$ cat config.mk
export PLATFORM = sky130hd
export DESIGN_NAME = controlUnit
export DESIGN_NICKNAME = d
export VERILOG_FILES = /design/src/source/cpuPkg.sv /design/src/source/controlUnit.sv /design/src/source/opxMultiplexer.sv /design/src/source/jumpDecoder.sv /design/src/source/loadStoreDecoder.sv /design/src/source/aluGroupDecoder.sv /design/src/source/pcCounter.sv /design/src/source/phaseSequencer.sv
export VERILOG_INCLUDE_DIRS = /design/src /design/src/source
export SDC_FILE = /design/constraint.sdc
export NUM_CORES = 1
export LEC_CHECK = 0
export ABC_AREA = 1
export BUFFER_PORTS_ARGS = -buffer_cell sky130_fd_sc_hd__buf_2
export CORE_ASPECT_RATIO = 2
export CORE_MARGIN = 2
export CORE_UTILIZATION = 55
export DETAILED_ROUTE_END_ITERATION = 10
export GPL_ROUTABILITY_DRIVEN = 0
export PLACE_DENSITY = 0.81
export SLEW_MARGIN = 20
export SYNTH_ARGS = -nofsm -noshare
export SYNTH_HDL_FRONTEND = slang
export SYNTH_SLANG_ARGS = --single-unit
export TNS_END_PERCENT = 100
$ cat constraint.sdc
create_clock -name CLK -period 2.8 [get_ports CLK]
set_clock_uncertainty 0.15 [all_clocks]
set_input_delay 0.14 -clock CLK [delete_from_list [all_inputs] [get_ports CLK]]
set_output_delay 0.14 -clock CLK [all_outputs]
set_load 0.1 [all_outputs]
$ cat src/source/cpuSettings.svh
`ifndef CPU_SETTINGS_SVH
`define CPU_SETTINGS_SVH

`define WORD_WIDTH 16
`define PC_WIDTH   16

// instruction groups, top two bits of the word.
`define GROUP_SYSTEM           2'b00
`define GROUP_LOAD_STORE       2'b01
`define GROUP_JUMP             2'b10
`define GROUP_ARITHMETIC_LOGIC 2'b11

// select code widths.
`define ALU_OPX_W 4
`define SEL3_W    3
`define SEL2_W    2

`define ALU_OPX_MOV 4'd0
`define ALU_OPX_ADD 4'd1
`define ALU_OPX_SUB 4'd2
`define ALU_OPX_AND 4'd3
`define ALU_OPX_OR  4'd4
`define ALU_OPX_XOR 4'd5
`define ALU_OPX_CMP 4'd6

`define ALUA_SRCX_REG_A 3'd0
`define ALUA_SRCX_REG_B 3'd1
`define ALUA_SRCX_IMM   3'd2
`define ALUA_SRCX_PC    3'd3

`define ALUB_SRCX_REG_A 3'd0
`define ALUB_SRCX_REG_B 3'd1
`define ALUB_SRCX_IMM   3'd2
`define ALUB_SRCX_PC    3'd3

`define DATA_BUSX_REGA_DOUT 2'd0
`define DATA_BUSX_ALU_OUT   2'd1
`define DATA_BUSX_PC        2'd2

`define ADDR_BUSX_PC_A      2'd0
`define ADDR_BUSX_ALU_OUT   2'd1
`define ADDR_BUSX_REGB_DOUT 2'd2

`define REGA_ADDRX_ARGA 2'd0
`define REGA_ADDRX_ARGB 2'd1
`define REGA_ADDRX_LINK 2'd2

`define REGB_ADDRX_ARGB 3'd0
`define REGB_ADDRX_ARGA 3'd1
`define REGB_ADDRX_LINK 3'd2

`define REGA_DINX_DIN     2'd0
`define REGA_DINX_ALU_OUT 2'd1
`define REGA_DINX_PC      2'd2

`define REG_BYTE_ENX_NONE 2'd0
`define REG_BYTE_ENX_LOW  2'd1
`define REG_BYTE_ENX_HIGH 2'd2
`define REG_BYTE_ENX_BOTH 2'd3

`define BYTEX_WORD    1'b0
`define BYTEX_BYTE    1'b1
`define RDX_NONE      1'b0
`define RDX_READ      1'b1
`define WRX_NONE      1'b0
`define WRX_WRITE     1'b1
`define REG_EN_NONE   1'b0
`define REG_EN_ENABLE 1'b1
`define REG_WEN_NONE  1'b0
`define REG_WEN_WRITE 1'b1

// jump conditions.
`define COND_ALWAYS   2'd0
`define COND_ZERO     2'd1
`define COND_CARRY    2'd2
`define COND_NOT_ZERO 2'd3

`endif
$ cat src/source/cpuPkg.sv
`include "cpuSettings.svh"

package cpuPkg;

	typedef struct packed {
		logic [1:0] group;
		logic [3:0] aluOp;
		logic       immB;    // argB field is the immediate.
		logic       noWrite;
		logic [2:0] argA;
		logic [2:0] argB;
		logic [1:0] spare;
	} aluFormat;

	typedef struct packed {
		logic [1:0] group;
		logic       store;
		logic       byteAccess;
		logic       highByte;
		logic       postInc;
		logic [2:0] argA;
		logic [2:0] argB;
		logic [3:0] offset;
	} lsFormat;

	typedef struct packed {
		logic [1:0]         group;
		logic [1:0]         cond;
		logic               link;
		logic signed [10:0] offset; // relative to pc plus one.
	} jmpFormat;

	// one fetched word, read as the format its group names.
	typedef union packed {
		logic [`WORD_WIDTH-1:0] raw;
		aluFormat               alu;
		lsFormat                ls;
		jmpFormat               jmp;
	} instrWord;

endpackage

$ cat src/source/controlUnit.sv
`include "cpuSettings.svh"

module controlUnit (
	input  logic                   CLK,
	input  logic                   rstN,
	input  logic [`WORD_WIDTH-1:0] instrIn,
	input  logic                   memReady,
	input  logic                   zeroFlag,
	input  logic                   carryFlag,
	output logic [`PC_WIDTH-1:0]   pc,
	output logic                   fetch,
	output logic                   decode,
	output logic                   execute,
	output logic                   commit,
	output logic                   memRead,
	output logic                   memWrite,
	output logic [`SEL2_W-1:0]     addrBusx,
	output logic [`ALU_OPX_W-1:0]  aluOpx,
	output logic [`SEL3_W-1:0]     aluaSrcx,
	output logic [`SEL3_W-1:0]     alubSrcx,
	output logic                   bytex,
	output logic [`SEL2_W-1:0]     dataBusx,
	output logic                   rdx,
	output logic                   regaEn,
	output logic                   regaWen,
	output logic [`SEL2_W-1:0]     regaAddrx,
	output logic [`SEL2_W-1:0]     regaByteEnx,
	output logic [`SEL2_W-1:0]     regaDinx,
	output logic                   regbEn,
	output logic                   regbWen,
	output logic [`SEL3_W-1:0]     regbAddrx,
	output logic [`SEL2_W-1:0]     regbByteEnx,
	output logic                   wrx
);

	cpuPkg::instrWord instr;
	logic             jumpTaken;

	logic [`ALU_OPX_W-1:0] aluAluOpx;
	logic [`SEL3_W-1:0]    aluAluaSrcx, aluAlubSrcx, aluRegbAddrx;
	logic [`SEL2_W-1:0]    aluDataBusx, aluRegaAddrx, aluRegaDinx;
	logic                  aluRegaEn, aluRegbEn, aluRegaWen, aluRegbWen;

	logic [`SEL2_W-1:0]    ldsAddrBusx;
	logic [`ALU_OPX_W-1:0] ldsAluOpx;
	logic [`SEL3_W-1:0]    ldsAluaSrcx, ldsAlubSrcx, ldsRegbAddrx;
	logic [`SEL2_W-1:0]    ldsDataBusx, ldsRegaAddrx, ldsRegaDinx;
	logic [`SEL2_W-1:0]    ldsRegaByteEnx, ldsRegbByteEnx;
	logic                  ldsBytex, ldsRdx, ldsWrx;
	logic                  ldsRegaEn, ldsRegaWen, ldsRegbEn, ldsRegbWen;

	logic [`SEL3_W-1:0]    jmpAlubSrcx, jmpRegbAddrx;
	logic [`SEL2_W-1:0]    jmpRegaAddrx;
	logic                  jmpRegaEn, jmpRegaWen, jmpRegbEn;

	phaseSequencer u_phaseSequencer (.*);

	pcCounter u_pcCounter (.*);

	aluGroupDecoder u_aluGroupDecoder (
		.instr(instr), .aluOpx(aluAluOpx), .aluaSrcx(aluAluaSrcx), .alubSrcx(aluAlubSrcx),
		.dataBusx(aluDataBusx), .regaAddrx(aluRegaAddrx), .regaDinx(aluRegaDinx),
		.regaEn(aluRegaEn), .regbAddrx(aluRegbAddrx), .regbEn(aluRegbEn),
		.regaWen(aluRegaWen), .regbWen(aluRegbWen)
	);

	loadStoreDecoder u_loadStoreDecoder (
		.instr(instr), .addrBusx(ldsAddrBusx), .aluOpx(ldsAluOpx),
		.aluaSrcx(ldsAluaSrcx), .alubSrcx(ldsAlubSrcx), .bytex(ldsBytex),
		.dataBusx(ldsDataBusx), .rdx(ldsRdx), .regaEn(ldsRegaEn), .regaWen(ldsRegaWen),
		.regaAddrx(ldsRegaAddrx), .regaByteEnx(ldsRegaByteEnx), .regaDinx(ldsRegaDinx),
		.regbEn(ldsRegbEn), .regbWen(ldsRegbWen), .regbAddrx(ldsRegbAddrx),
		.regbByteEnx(ldsRegbByteEnx), .wrx(ldsWrx)
	);

	jumpDecoder u_jumpDecoder (
		.instr(instr), .zeroFlag(zeroFlag), .carryFlag(carryFlag),
		.alubSrcx(jmpAlubSrcx), .regaAddrx(jmpRegaAddrx), .regbAddrx(jmpRegbAddrx),
		.regaEn(jmpRegaEn), .regaWen(jmpRegaWen), .regbEn(jmpRegbEn),
		.jumpTaken(jumpTaken)
	);

	opxMultiplexer u_opxMultiplexer (.*);

endmodule

$ cat src/source/opxMultiplexer.sv
`include "cpuSettings.svh"

module opxMultiplexer (
	input  logic                  CLK,
	input  logic                  rstN,
	input  cpuPkg::instrWord      instr,
	input  logic                  fetch,

	input  logic [`ALU_OPX_W-1:0] aluAluOpx,
	input  logic [`SEL3_W-1:0]    aluAluaSrcx, aluAlubSrcx, aluRegbAddrx,
	input  logic [`SEL2_W-1:0]    aluDataBusx, aluRegaAddrx, aluRegaDinx,
	input  logic                  aluRegaEn, aluRegbEn, aluRegaWen, aluRegbWen,

	input  logic [`SEL2_W-1:0]    ldsAddrBusx,
	input  logic [`ALU_OPX_W-1:0] ldsAluOpx,
	input  logic [`SEL3_W-1:0]    ldsAluaSrcx, ldsAlubSrcx, ldsRegbAddrx,
	input  logic [`SEL2_W-1:0]    ldsDataBusx, ldsRegaAddrx, ldsRegaDinx,
	input  logic [`SEL2_W-1:0]    ldsRegaByteEnx, ldsRegbByteEnx,
	input  logic                  ldsBytex, ldsRdx, ldsWrx,
	input  logic                  ldsRegaEn, ldsRegaWen, ldsRegbEn, ldsRegbWen,

	input  logic [`SEL3_W-1:0]    jmpAlubSrcx, jmpRegbAddrx,
	input  logic [`SEL2_W-1:0]    jmpRegaAddrx,
	input  logic                  jmpRegaEn, jmpRegaWen, jmpRegbEn,

	output logic [`SEL2_W-1:0]    addrBusx,
	output logic [`ALU_OPX_W-1:0] aluOpx,
	output logic [`SEL3_W-1:0]    aluaSrcx,
	output logic [`SEL3_W-1:0]    alubSrcx,
	output logic                  bytex,
	output logic [`SEL2_W-1:0]    dataBusx,
	output logic                  rdx,
	output logic                  regaEn,
	output logic                  regaWen,
	output logic [`SEL2_W-1:0]    regaAddrx,
	output logic [`SEL2_W-1:0]    regaByteEnx,
	output logic [`SEL2_W-1:0]    regaDinx,
	output logic                  regbEn,
	output logic                  regbWen,
	output logic [`SEL3_W-1:0]    regbAddrx,
	output logic [`SEL2_W-1:0]    regbByteEnx,
	output logic                  wrx
);
	import cpuPkg::*;

	logic [1:0] group;

	assign group = instr.raw[`WORD_WIDTH-1 -: 2];

	always_comb begin
		// idle codes, also the system no-op.
		aluOpx      = `ALU_OPX_MOV;
		aluaSrcx    = `ALUA_SRCX_REG_A;
		alubSrcx    = `ALUB_SRCX_REG_B;
		bytex       = `BYTEX_WORD;
		dataBusx    = `DATA_BUSX_REGA_DOUT;
		rdx         = `RDX_NONE;
		regaEn      = `REG_EN_NONE;
		regaWen     = `REG_WEN_NONE;
		regaAddrx   = `REGA_ADDRX_ARGA;
		regaByteEnx = `REG_BYTE_ENX_NONE;
		regaDinx    = `REGA_DINX_DIN;
		regbEn      = `REG_EN_NONE;
		regbWen     = `REG_WEN_NONE;
		regbAddrx   = `REGB_ADDRX_ARGB;
		regbByteEnx = `REG_BYTE_ENX_NONE;
		wrx         = `WRX_NONE;
		case (group)
			`GROUP_LOAD_STORE: begin
				aluOpx      = ldsAluOpx;
				aluaSrcx    = ldsAluaSrcx;
				alubSrcx    = ldsAlubSrcx;
				bytex       = ldsBytex;
				dataBusx    = ldsDataBusx;
				rdx         = ldsRdx;
				regaEn      = ldsRegaEn;
				regaWen     = ldsRegaWen;
				regaAddrx   = ldsRegaAddrx;
				regaByteEnx = ldsRegaByteEnx;
				regaDinx    = ldsRegaDinx;
				regbEn      = ldsRegbEn;
				regbWen     = ldsRegbWen;
				regbAddrx   = ldsRegbAddrx;
				regbByteEnx = ldsRegbByteEnx;
				wrx         = ldsWrx;
			end
			`GROUP_JUMP: begin
				aluOpx      = `ALU_OPX_ADD; // pc plus offset.
				aluaSrcx    = `ALUA_SRCX_PC;
				alubSrcx    = jmpAlubSrcx;
				regaEn      = jmpRegaEn;
				regaWen     = jmpRegaWen;
				regaAddrx   = jmpRegaAddrx;
				regaByteEnx = `REG_BYTE_ENX_BOTH;
				regaDinx    = `REGA_DINX_PC;
				regbEn      = jmpRegbEn;
				regbAddrx   = jmpRegbAddrx;
				regbByteEnx = `REG_BYTE_ENX_BOTH;
			end
			`GROUP_ARITHMETIC_LOGIC: begin
				aluOpx      = aluAluOpx;
				aluaSrcx    = aluAluaSrcx;
				alubSrcx    = aluAlubSrcx;
				dataBusx    = aluDataBusx;
				regaEn      = aluRegaEn;
				regaWen     = aluRegaWen;
				regaAddrx   = aluRegaAddrx;
				regaByteEnx = `REG_BYTE_ENX_BOTH;
				regaDinx    = aluRegaDinx;
				regbEn      = aluRegbEn;
				regbWen     = aluRegbWen;
				regbAddrx   = aluRegbAddrx;
				regbByteEnx = `REG_BYTE_ENX_BOTH;
			end
			default: ;
		endcase
	end

	// only load/store moves the address bus off the pc.
	always_ff @(posedge CLK or negedge rstN) begin
		if (!rstN) begin
			addrBusx <= `ADDR_BUSX_PC_A;
		end else if (fetch || group != `GROUP_LOAD_STORE) begin
			addrBusx <= `ADDR_BUSX_PC_A;
		end else begin
			addrBusx <= ldsAddrBusx;
		end
	end

	assert property (@(posedge CLK) disable iff (!rstN) !(rdx && wrx))
		else $error("read and write selected together");

endmodule

$ cat src/source/jumpDecoder.sv
`include "cpuSettings.svh"

module jumpDecoder (
	input  cpuPkg::instrWord   instr,
	input  logic               zeroFlag,
	input  logic               carryFlag,
	output logic [`SEL3_W-1:0] alubSrcx,
	output logic [`SEL2_W-1:0] regaAddrx,
	output logic [`SEL3_W-1:0] regbAddrx,
	output logic               regaEn,
	output logic               regaWen,
	output logic               regbEn,
	output logic               jumpTaken
);
	import cpuPkg::*;

	logic condMet;

	always_comb begin
		case (instr.jmp.cond)
			`COND_ALWAYS: condMet = 1'b1;
			`COND_ZERO:   condMet = zeroFlag;
			`COND_CARRY:  condMet = carryFlag;
			default:      condMet = !zeroFlag; // not zero.
		endcase
	end

	assign jumpTaken = (instr.jmp.group == `GROUP_JUMP) && condMet;

	// return address goes to the link register.
	assign alubSrcx  = `ALUB_SRCX_IMM;
	assign regaAddrx = instr.jmp.link ? `REGA_ADDRX_LINK : `REGA_ADDRX_ARGA;
	assign regbAddrx = `REGB_ADDRX_ARGB;
	assign regaEn    = instr.jmp.link ? `REG_EN_ENABLE : `REG_EN_NONE;
	assign regaWen   = instr.jmp.link ? `REG_WEN_WRITE : `REG_WEN_NONE;
	assign regbEn    = `REG_EN_NONE;

endmodule

$ cat src/source/loadStoreDecoder.sv
`include "cpuSettings.svh"

module loadStoreDecoder (
	input  cpuPkg::instrWord      instr,
	output logic [`SEL2_W-1:0]    addrBusx,
	output logic [`ALU_OPX_W-1:0] aluOpx,
	output logic [`SEL3_W-1:0]    aluaSrcx,
	output logic [`SEL3_W-1:0]    alubSrcx,
	output logic                  bytex,
	output logic [`SEL2_W-1:0]    dataBusx,
	output logic                  rdx,
	output logic                  regaEn,
	output logic                  regaWen,
	output logic [`SEL2_W-1:0]    regaAddrx,
	output logic [`SEL2_W-1:0]    regaByteEnx,
	output logic [`SEL2_W-1:0]    regaDinx,
	output logic                  regbEn,
	output logic                  regbWen,
	output logic [`SEL3_W-1:0]    regbAddrx,
	output logic [`SEL2_W-1:0]    regbByteEnx,
	output logic                  wrx
);
	import cpuPkg::*;

	logic [`SEL2_W-1:0] byteEn;

	assign byteEn = !instr.ls.byteAccess ? `REG_BYTE_ENX_BOTH :
		instr.ls.highByte ? `REG_BYTE_ENX_HIGH : `REG_BYTE_ENX_LOW;

	// effective address is argB plus offset.
	assign aluOpx   = `ALU_OPX_ADD;
	assign aluaSrcx = `ALUA_SRCX_REG_B;
	assign alubSrcx = `ALUB_SRCX_IMM;
	assign addrBusx = (instr.ls.offset != '0) ? `ADDR_BUSX_ALU_OUT : `ADDR_BUSX_REGB_DOUT;

	assign bytex    = instr.ls.byteAccess ? `BYTEX_BYTE : `BYTEX_WORD;
	assign dataBusx = `DATA_BUSX_REGA_DOUT; // store data.
	assign rdx      = instr.ls.store ? `RDX_NONE : `RDX_READ;
	assign wrx      = instr.ls.store ? `WRX_WRITE : `WRX_NONE;

	assign regaEn      = `REG_EN_ENABLE;
	assign regaWen     = instr.ls.store ? `REG_WEN_NONE : `REG_WEN_WRITE;
	assign regaAddrx   = `REGA_ADDRX_ARGA;
	assign regaByteEnx = instr.ls.store ? `REG_BYTE_ENX_NONE : byteEn;
	assign regaDinx    = `REGA_DINX_DIN;

	// base register written back on post-increment.
	assign regbEn      = `REG_EN_ENABLE;
	assign regbWen     = instr.ls.postInc ? `REG_WEN_WRITE : `REG_WEN_NONE;
	assign regbAddrx   = `REGB_ADDRX_ARGB;
	assign regbByteEnx = instr.ls.postInc ? `REG_BYTE_ENX_BOTH : `REG_BYTE_ENX_NONE;

endmodule

$ cat src/source/aluGroupDecoder.sv
`include "cpuSettings.svh"

module aluGroupDecoder (
	input  cpuPkg::instrWord        instr,
	output logic [`ALU_OPX_W-1:0]   aluOpx,
	output logic [`SEL3_W-1:0]      aluaSrcx,
	output logic [`SEL3_W-1:0]      alubSrcx,
	output logic [`SEL2_W-1:0]      dataBusx,
	output logic [`SEL2_W-1:0]      regaAddrx,
	output logic [`SEL2_W-1:0]      regaDinx,
	output logic                    regaEn,
	output logic [`SEL3_W-1:0]      regbAddrx,
	output logic                    regbEn,
	output logic                    regaWen,
	output logic                    regbWen
);
	import cpuPkg::*;

	logic noRegaWrite;

	// compare only sets flags.
	assign noRegaWrite = instr.alu.noWrite || (instr.alu.aluOp == `ALU_OPX_CMP);

	assign aluOpx    = instr.alu.aluOp;
	assign aluaSrcx  = `ALUA_SRCX_REG_A;
	assign alubSrcx  = instr.alu.immB ? `ALUB_SRCX_IMM : `ALUB_SRCX_REG_B;
	assign dataBusx  = `DATA_BUSX_ALU_OUT;
	assign regaAddrx = `REGA_ADDRX_ARGA;
	assign regaDinx  = `REGA_DINX_ALU_OUT;
	assign regaEn    = `REG_EN_ENABLE;
	assign regbAddrx = `REGB_ADDRX_ARGB;
	assign regbEn    = instr.alu.immB ? `REG_EN_NONE : `REG_EN_ENABLE; // no read for immediate.
	assign regaWen   = noRegaWrite ? `REG_WEN_NONE : `REG_WEN_WRITE;
	assign regbWen   = `REG_WEN_NONE;

endmodule

$ cat src/source/pcCounter.sv
`include "cpuSettings.svh"

module pcCounter (
	input  logic                 CLK,
	input  logic                 rstN,
	input  logic                 commit,
	input  logic                 jumpTaken,
	input  cpuPkg::instrWord     instr,
	output logic [`PC_WIDTH-1:0] pc
);
	import cpuPkg::*;

	logic [`PC_WIDTH-1:0] offset;
	logic [`PC_WIDTH-1:0] nextPc;

	// sign-extended jump offset.
	assign offset = {{(`PC_WIDTH - 11){instr.jmp.offset[10]}}, instr.jmp.offset};

	assign nextPc = jumpTaken ? pc + 1'b1 + offset : pc + 1'b1;

	always_ff @(posedge CLK or negedge rstN) begin
		if (!rstN) begin
			pc <= '0;
		end else if (commit) begin
			pc <= nextPc;
		end
	end

	// pc moves only on the edge that ends commit.
	assert property (@(posedge CLK) disable iff (!rstN) $changed(pc) |-> $past(commit))
		else $error("pc changed outside commit");

endmodule

$ cat src/source/phaseSequencer.sv
`include "cpuSettings.svh"

module phaseSequencer (
	input  logic                   CLK,
	input  logic                   rstN,
	input  logic [`WORD_WIDTH-1:0] instrIn,
	input  logic                   memReady,
	input  logic                   rdx,
	input  logic                   wrx,
	output cpuPkg::instrWord       instr,
	output logic                   fetch,
	output logic                   decode,
	output logic                   execute,
	output logic                   commit,
	output logic                   memRead,
	output logic                   memWrite
);
	import cpuPkg::*;

	localparam logic [1:0] PH_FETCH   = 2'd0;
	localparam logic [1:0] PH_DECODE  = 2'd1;
	localparam logic [1:0] PH_EXECUTE = 2'd2;
	localparam logic [1:0] PH_COMMIT  = 2'd3;

	logic [1:0] phase;
	logic       memAccess;

	assign memAccess = (rdx == `RDX_READ) || (wrx == `WRX_WRITE);

	always_ff @(posedge CLK or negedge rstN) begin
		if (!rstN) begin
			phase <= PH_FETCH;
		end else begin
			case (phase)
				PH_FETCH:   if (memReady) phase <= PH_DECODE;
				PH_DECODE:  phase <= PH_EXECUTE;
				PH_EXECUTE: if (!memAccess || memReady) phase <= PH_COMMIT; // load/store waits.
				default:    phase <= PH_FETCH;
			endcase
		end
	end

	// instruction register, system no-op out of reset.
	always_ff @(posedge CLK or negedge rstN) begin
		if (!rstN) begin
			instr <= '0;
		end else if (fetch && memReady) begin
			instr.raw <= instrIn;
		end
	end

	assign fetch   = (phase == PH_FETCH);
	assign decode  = (phase == PH_DECODE);
	assign execute = (phase == PH_EXECUTE);
	assign commit  = (phase == PH_COMMIT);

	assign memRead  = fetch || (execute && rdx == `RDX_READ);
	assign memWrite = execute && (wrx == `WRX_WRITE);

	assert property (@(posedge CLK) disable iff (!rstN)
		$onehot({fetch, decode, execute, commit}))
		else $error("phase strobes not one-hot");

endmodule

==> metrics.yaml <==
outcome: "finished clean"
syn2layout_area_growth_pct: 26.6
dp_hpwl_um: 6570
wl_per_cell_um: 15.7
yosysMostFrequentCell: "nand2_1"
critPathLaunchType: "flop"
vias: 3298
path_cells: "ha_1, nand2_1, inv_2, nand3_2, inv_1, nand2_1, xor2_2, ha_4, nand2_1, nor2_2, nand3_1, nand3_1, nand3_1, nand2_1, nand2_1"
drive_gt1_share_pct: 29.8
cap_viol_max_count: 0
dp.cells: 562
initial_core_util_pct: 56.0
route.final.wire_length_um: 9210
dr.first_iter.drc_count: 168
path_delay_family: "simple AND/OR/NAND/NOR gates"
post_cts_buffers: 0
timing.final.crit_share_pct: 97.7
ant_nets: 0
root_buffer: "clkbuf_16"
synth_top_area_share_pct: 28.4
fmax_ghz: 0.366
grt_pass1_vias: 3217
setup_violations: 0
hold_path.class: "in2reg"
grt_antenna_before_repair: 0
cts_tree: "yes"
drc: 0
slowest_stage: "dfrtp_4"
cp-end-kind: "flop"
async_flop_share_pct: 100
chipHeight_um: 111
io_buffers: 67
fp.dieArea_um2: 6420
pin_count: 75
grt_first_pass_wirelength_um: 14400
via_per_inst: 5.62
grt_usage_pct: 28.9
slowest_delay_ps: 440
final_util_pct: 70.9
numCtsBuffers: 5
synth_cell_type_count: 41
yosys_warnings: 0
worst-path-buf-inv: 2
chipWidth_um: 57.7
drt_pass1_iterations: 5
dpl-instance-area_um2: 3590
arrival_ps: 2760
diodes: 0
gr-total-overflow: 0
period_needed_ps: 2730
finalHoldViolCount: 0
cts_num_sinks: 36
h-tree-depth: 2
crit_fanout: 6
synth_enable_flop_cells: 0
slew_violations: 0
rows: 39
final_cell_area_um2: 4010
crit_top_cell: "nand2_1"
grt_max_degree: 37
worstSetupPathType: "reg2reg"
tightestPinTransition_ps: 842
nNetsFinal: 577
synthTopCellsByCount: "98 x nand2_1, 63 x inv_1, 44 x a21oi_1, 42 x nor2_1, 36 x dfrtp_1"
hold_ws_ps: 88.3
slew_headroom_pct: 43.9
core_um2: 5660
clk_latency_ps: 290
finalNonFillerCells: 587
avgSynthCellArea_um2: 7.12
synth_area_um2: 3170
ys_top_cells_by_area: "dfrtp_1 28%, ha_1 12%, nand2_1 12%"
synth-seq-area-share_pct: 28.4
synth_ff_type: "dfrtp_1"
fill_cells: 457
synth_top_area_cell: "dfrtp_1"
ys_ff_latch: 36
netlist_instances: 445
cts_buffer_depth: 2
cts.clk_slew.worst_paths_ps: 60
cp.required_ps: 2820
rsz0062_at_grt: "yes"
## path summary, 6_finish.rpt
kind / cells after the start / from / to / slack [ps]
worst max-delay path: 15 / u_pcCounter.pc[0] / u_pcCounter.pc[13] / 70
worst min-delay path: 4 / memReady / u_phaseSequencer.phase[0] / 90
worst max register to register: 15 / u_pcCounter.pc[0] / u_pcCounter.pc[13] / 70
worst min register to register: 1 / u_phaseSequencer.instr[4] / u_phaseSequencer.instr[4] / 370
max in group asynchronous: 2 / rstN / u_pcCounter.pc[1] / 1540
min in group asynchronous: 2 / rstN / u_phaseSequencer.instr[0] / 350
## kinds of logic (layout without fill, tap and decap cells)
family	Yosys count	after routing	synth area share, %
adders and majority gates	31	31	12.5
other	1	7	0.118
AOI/OAI and AO/OA	81	81	14.2
and+or+nand+nor	187	187	25.6
buffers and inverters	86	161	12.0
muxes	10	10	3.55
DFF	36	36	28.4
xor gates and xnor gates	13	13	3.59
## routing by layer
layer | GRT usage (%) | vias to the layer above | part of all wire, %
li1 | - | 1562 | -
met3 | 4.88 | 40 | 6.0
met2 | 54.0 | 171 | 55
met1 | 28.4 | 1525 | 33
met5 | 0 | - | 0
met4 | 15.7 | 0 | 5.0
## cell type report
class	instances	area, um^2	share of cell area (%)
well taps	61	76.3	1.90
clock inverters	3	18.8	0.468
inverters	68	259	6.45
flip-flops and latches	36	920	22.9
multi-input cells	329	2100	52.4
clock buffers	5	125	3.12
repair buffers	85	513	12.8
## cell usage in the layout (no fill, tap or decap), types with 4 or more instances in the layout
cell,count
a21oi_1,34
a21oi_2,7
a21oi_4,4
buf_2,67
clkbuf_16,5
conb_1,7
dfrtp_1,25
dfrtp_2,9
dlygate4sd3_1,17
ha_1,24
ha_2,4
inv_1,61
inv_2,4
mux2_2,10
nand2_1,93
nand2_2,11
nand3_1,21
nand3_2,4
nor2_1,36
nor2_2,8
nor2_4,5
o21ai_0,13
o21ai_1,4
o21ai_2,4
o21bai_1,4
xor2_1,9
## state kept, by name (all words and copies together), names as in the netlist
register / flops
u_pcCounter.pc: 16
u_phaseSequencer.phase: 2
u_phaseSequencer.instr: 16
u_opxMultiplexer.addrBusx: 2
## metrics by stage
step | setup TNS (ps) | setup slack [ps]
finish | 0 | 65.7
global route | -170 | -66.8
CTS | 0 | 5.52
detailed placement | 0 | 26.0
global placement | 0 | 20.8
floorplan | 0 | 3.70
## timing repair
item	CTS	global route
endpoints found under the hold margin	52	0
hold buffers	17	0
gates resized for setup	0	27
endpoints found under the setup margin	0	9
## worst reg2reg max path: stages (launching register included)
cell	delay, ps
dfrtp_4	440
ha_1	170
nand2_1	80
inv_2	90
nand3_2	130
inv_1	100
nand2_1	90
xor2_2	210
ha_4	330
nand2_1	140
nor2_2	210
nand3_1	180
nand3_1	130
nand3_1	70
nand2_1	70
nand2_1	40
Power is left out: the tool's default activity adds up to more than one toggle a clock period on the data nets, which glitch-free logic cannot reach.
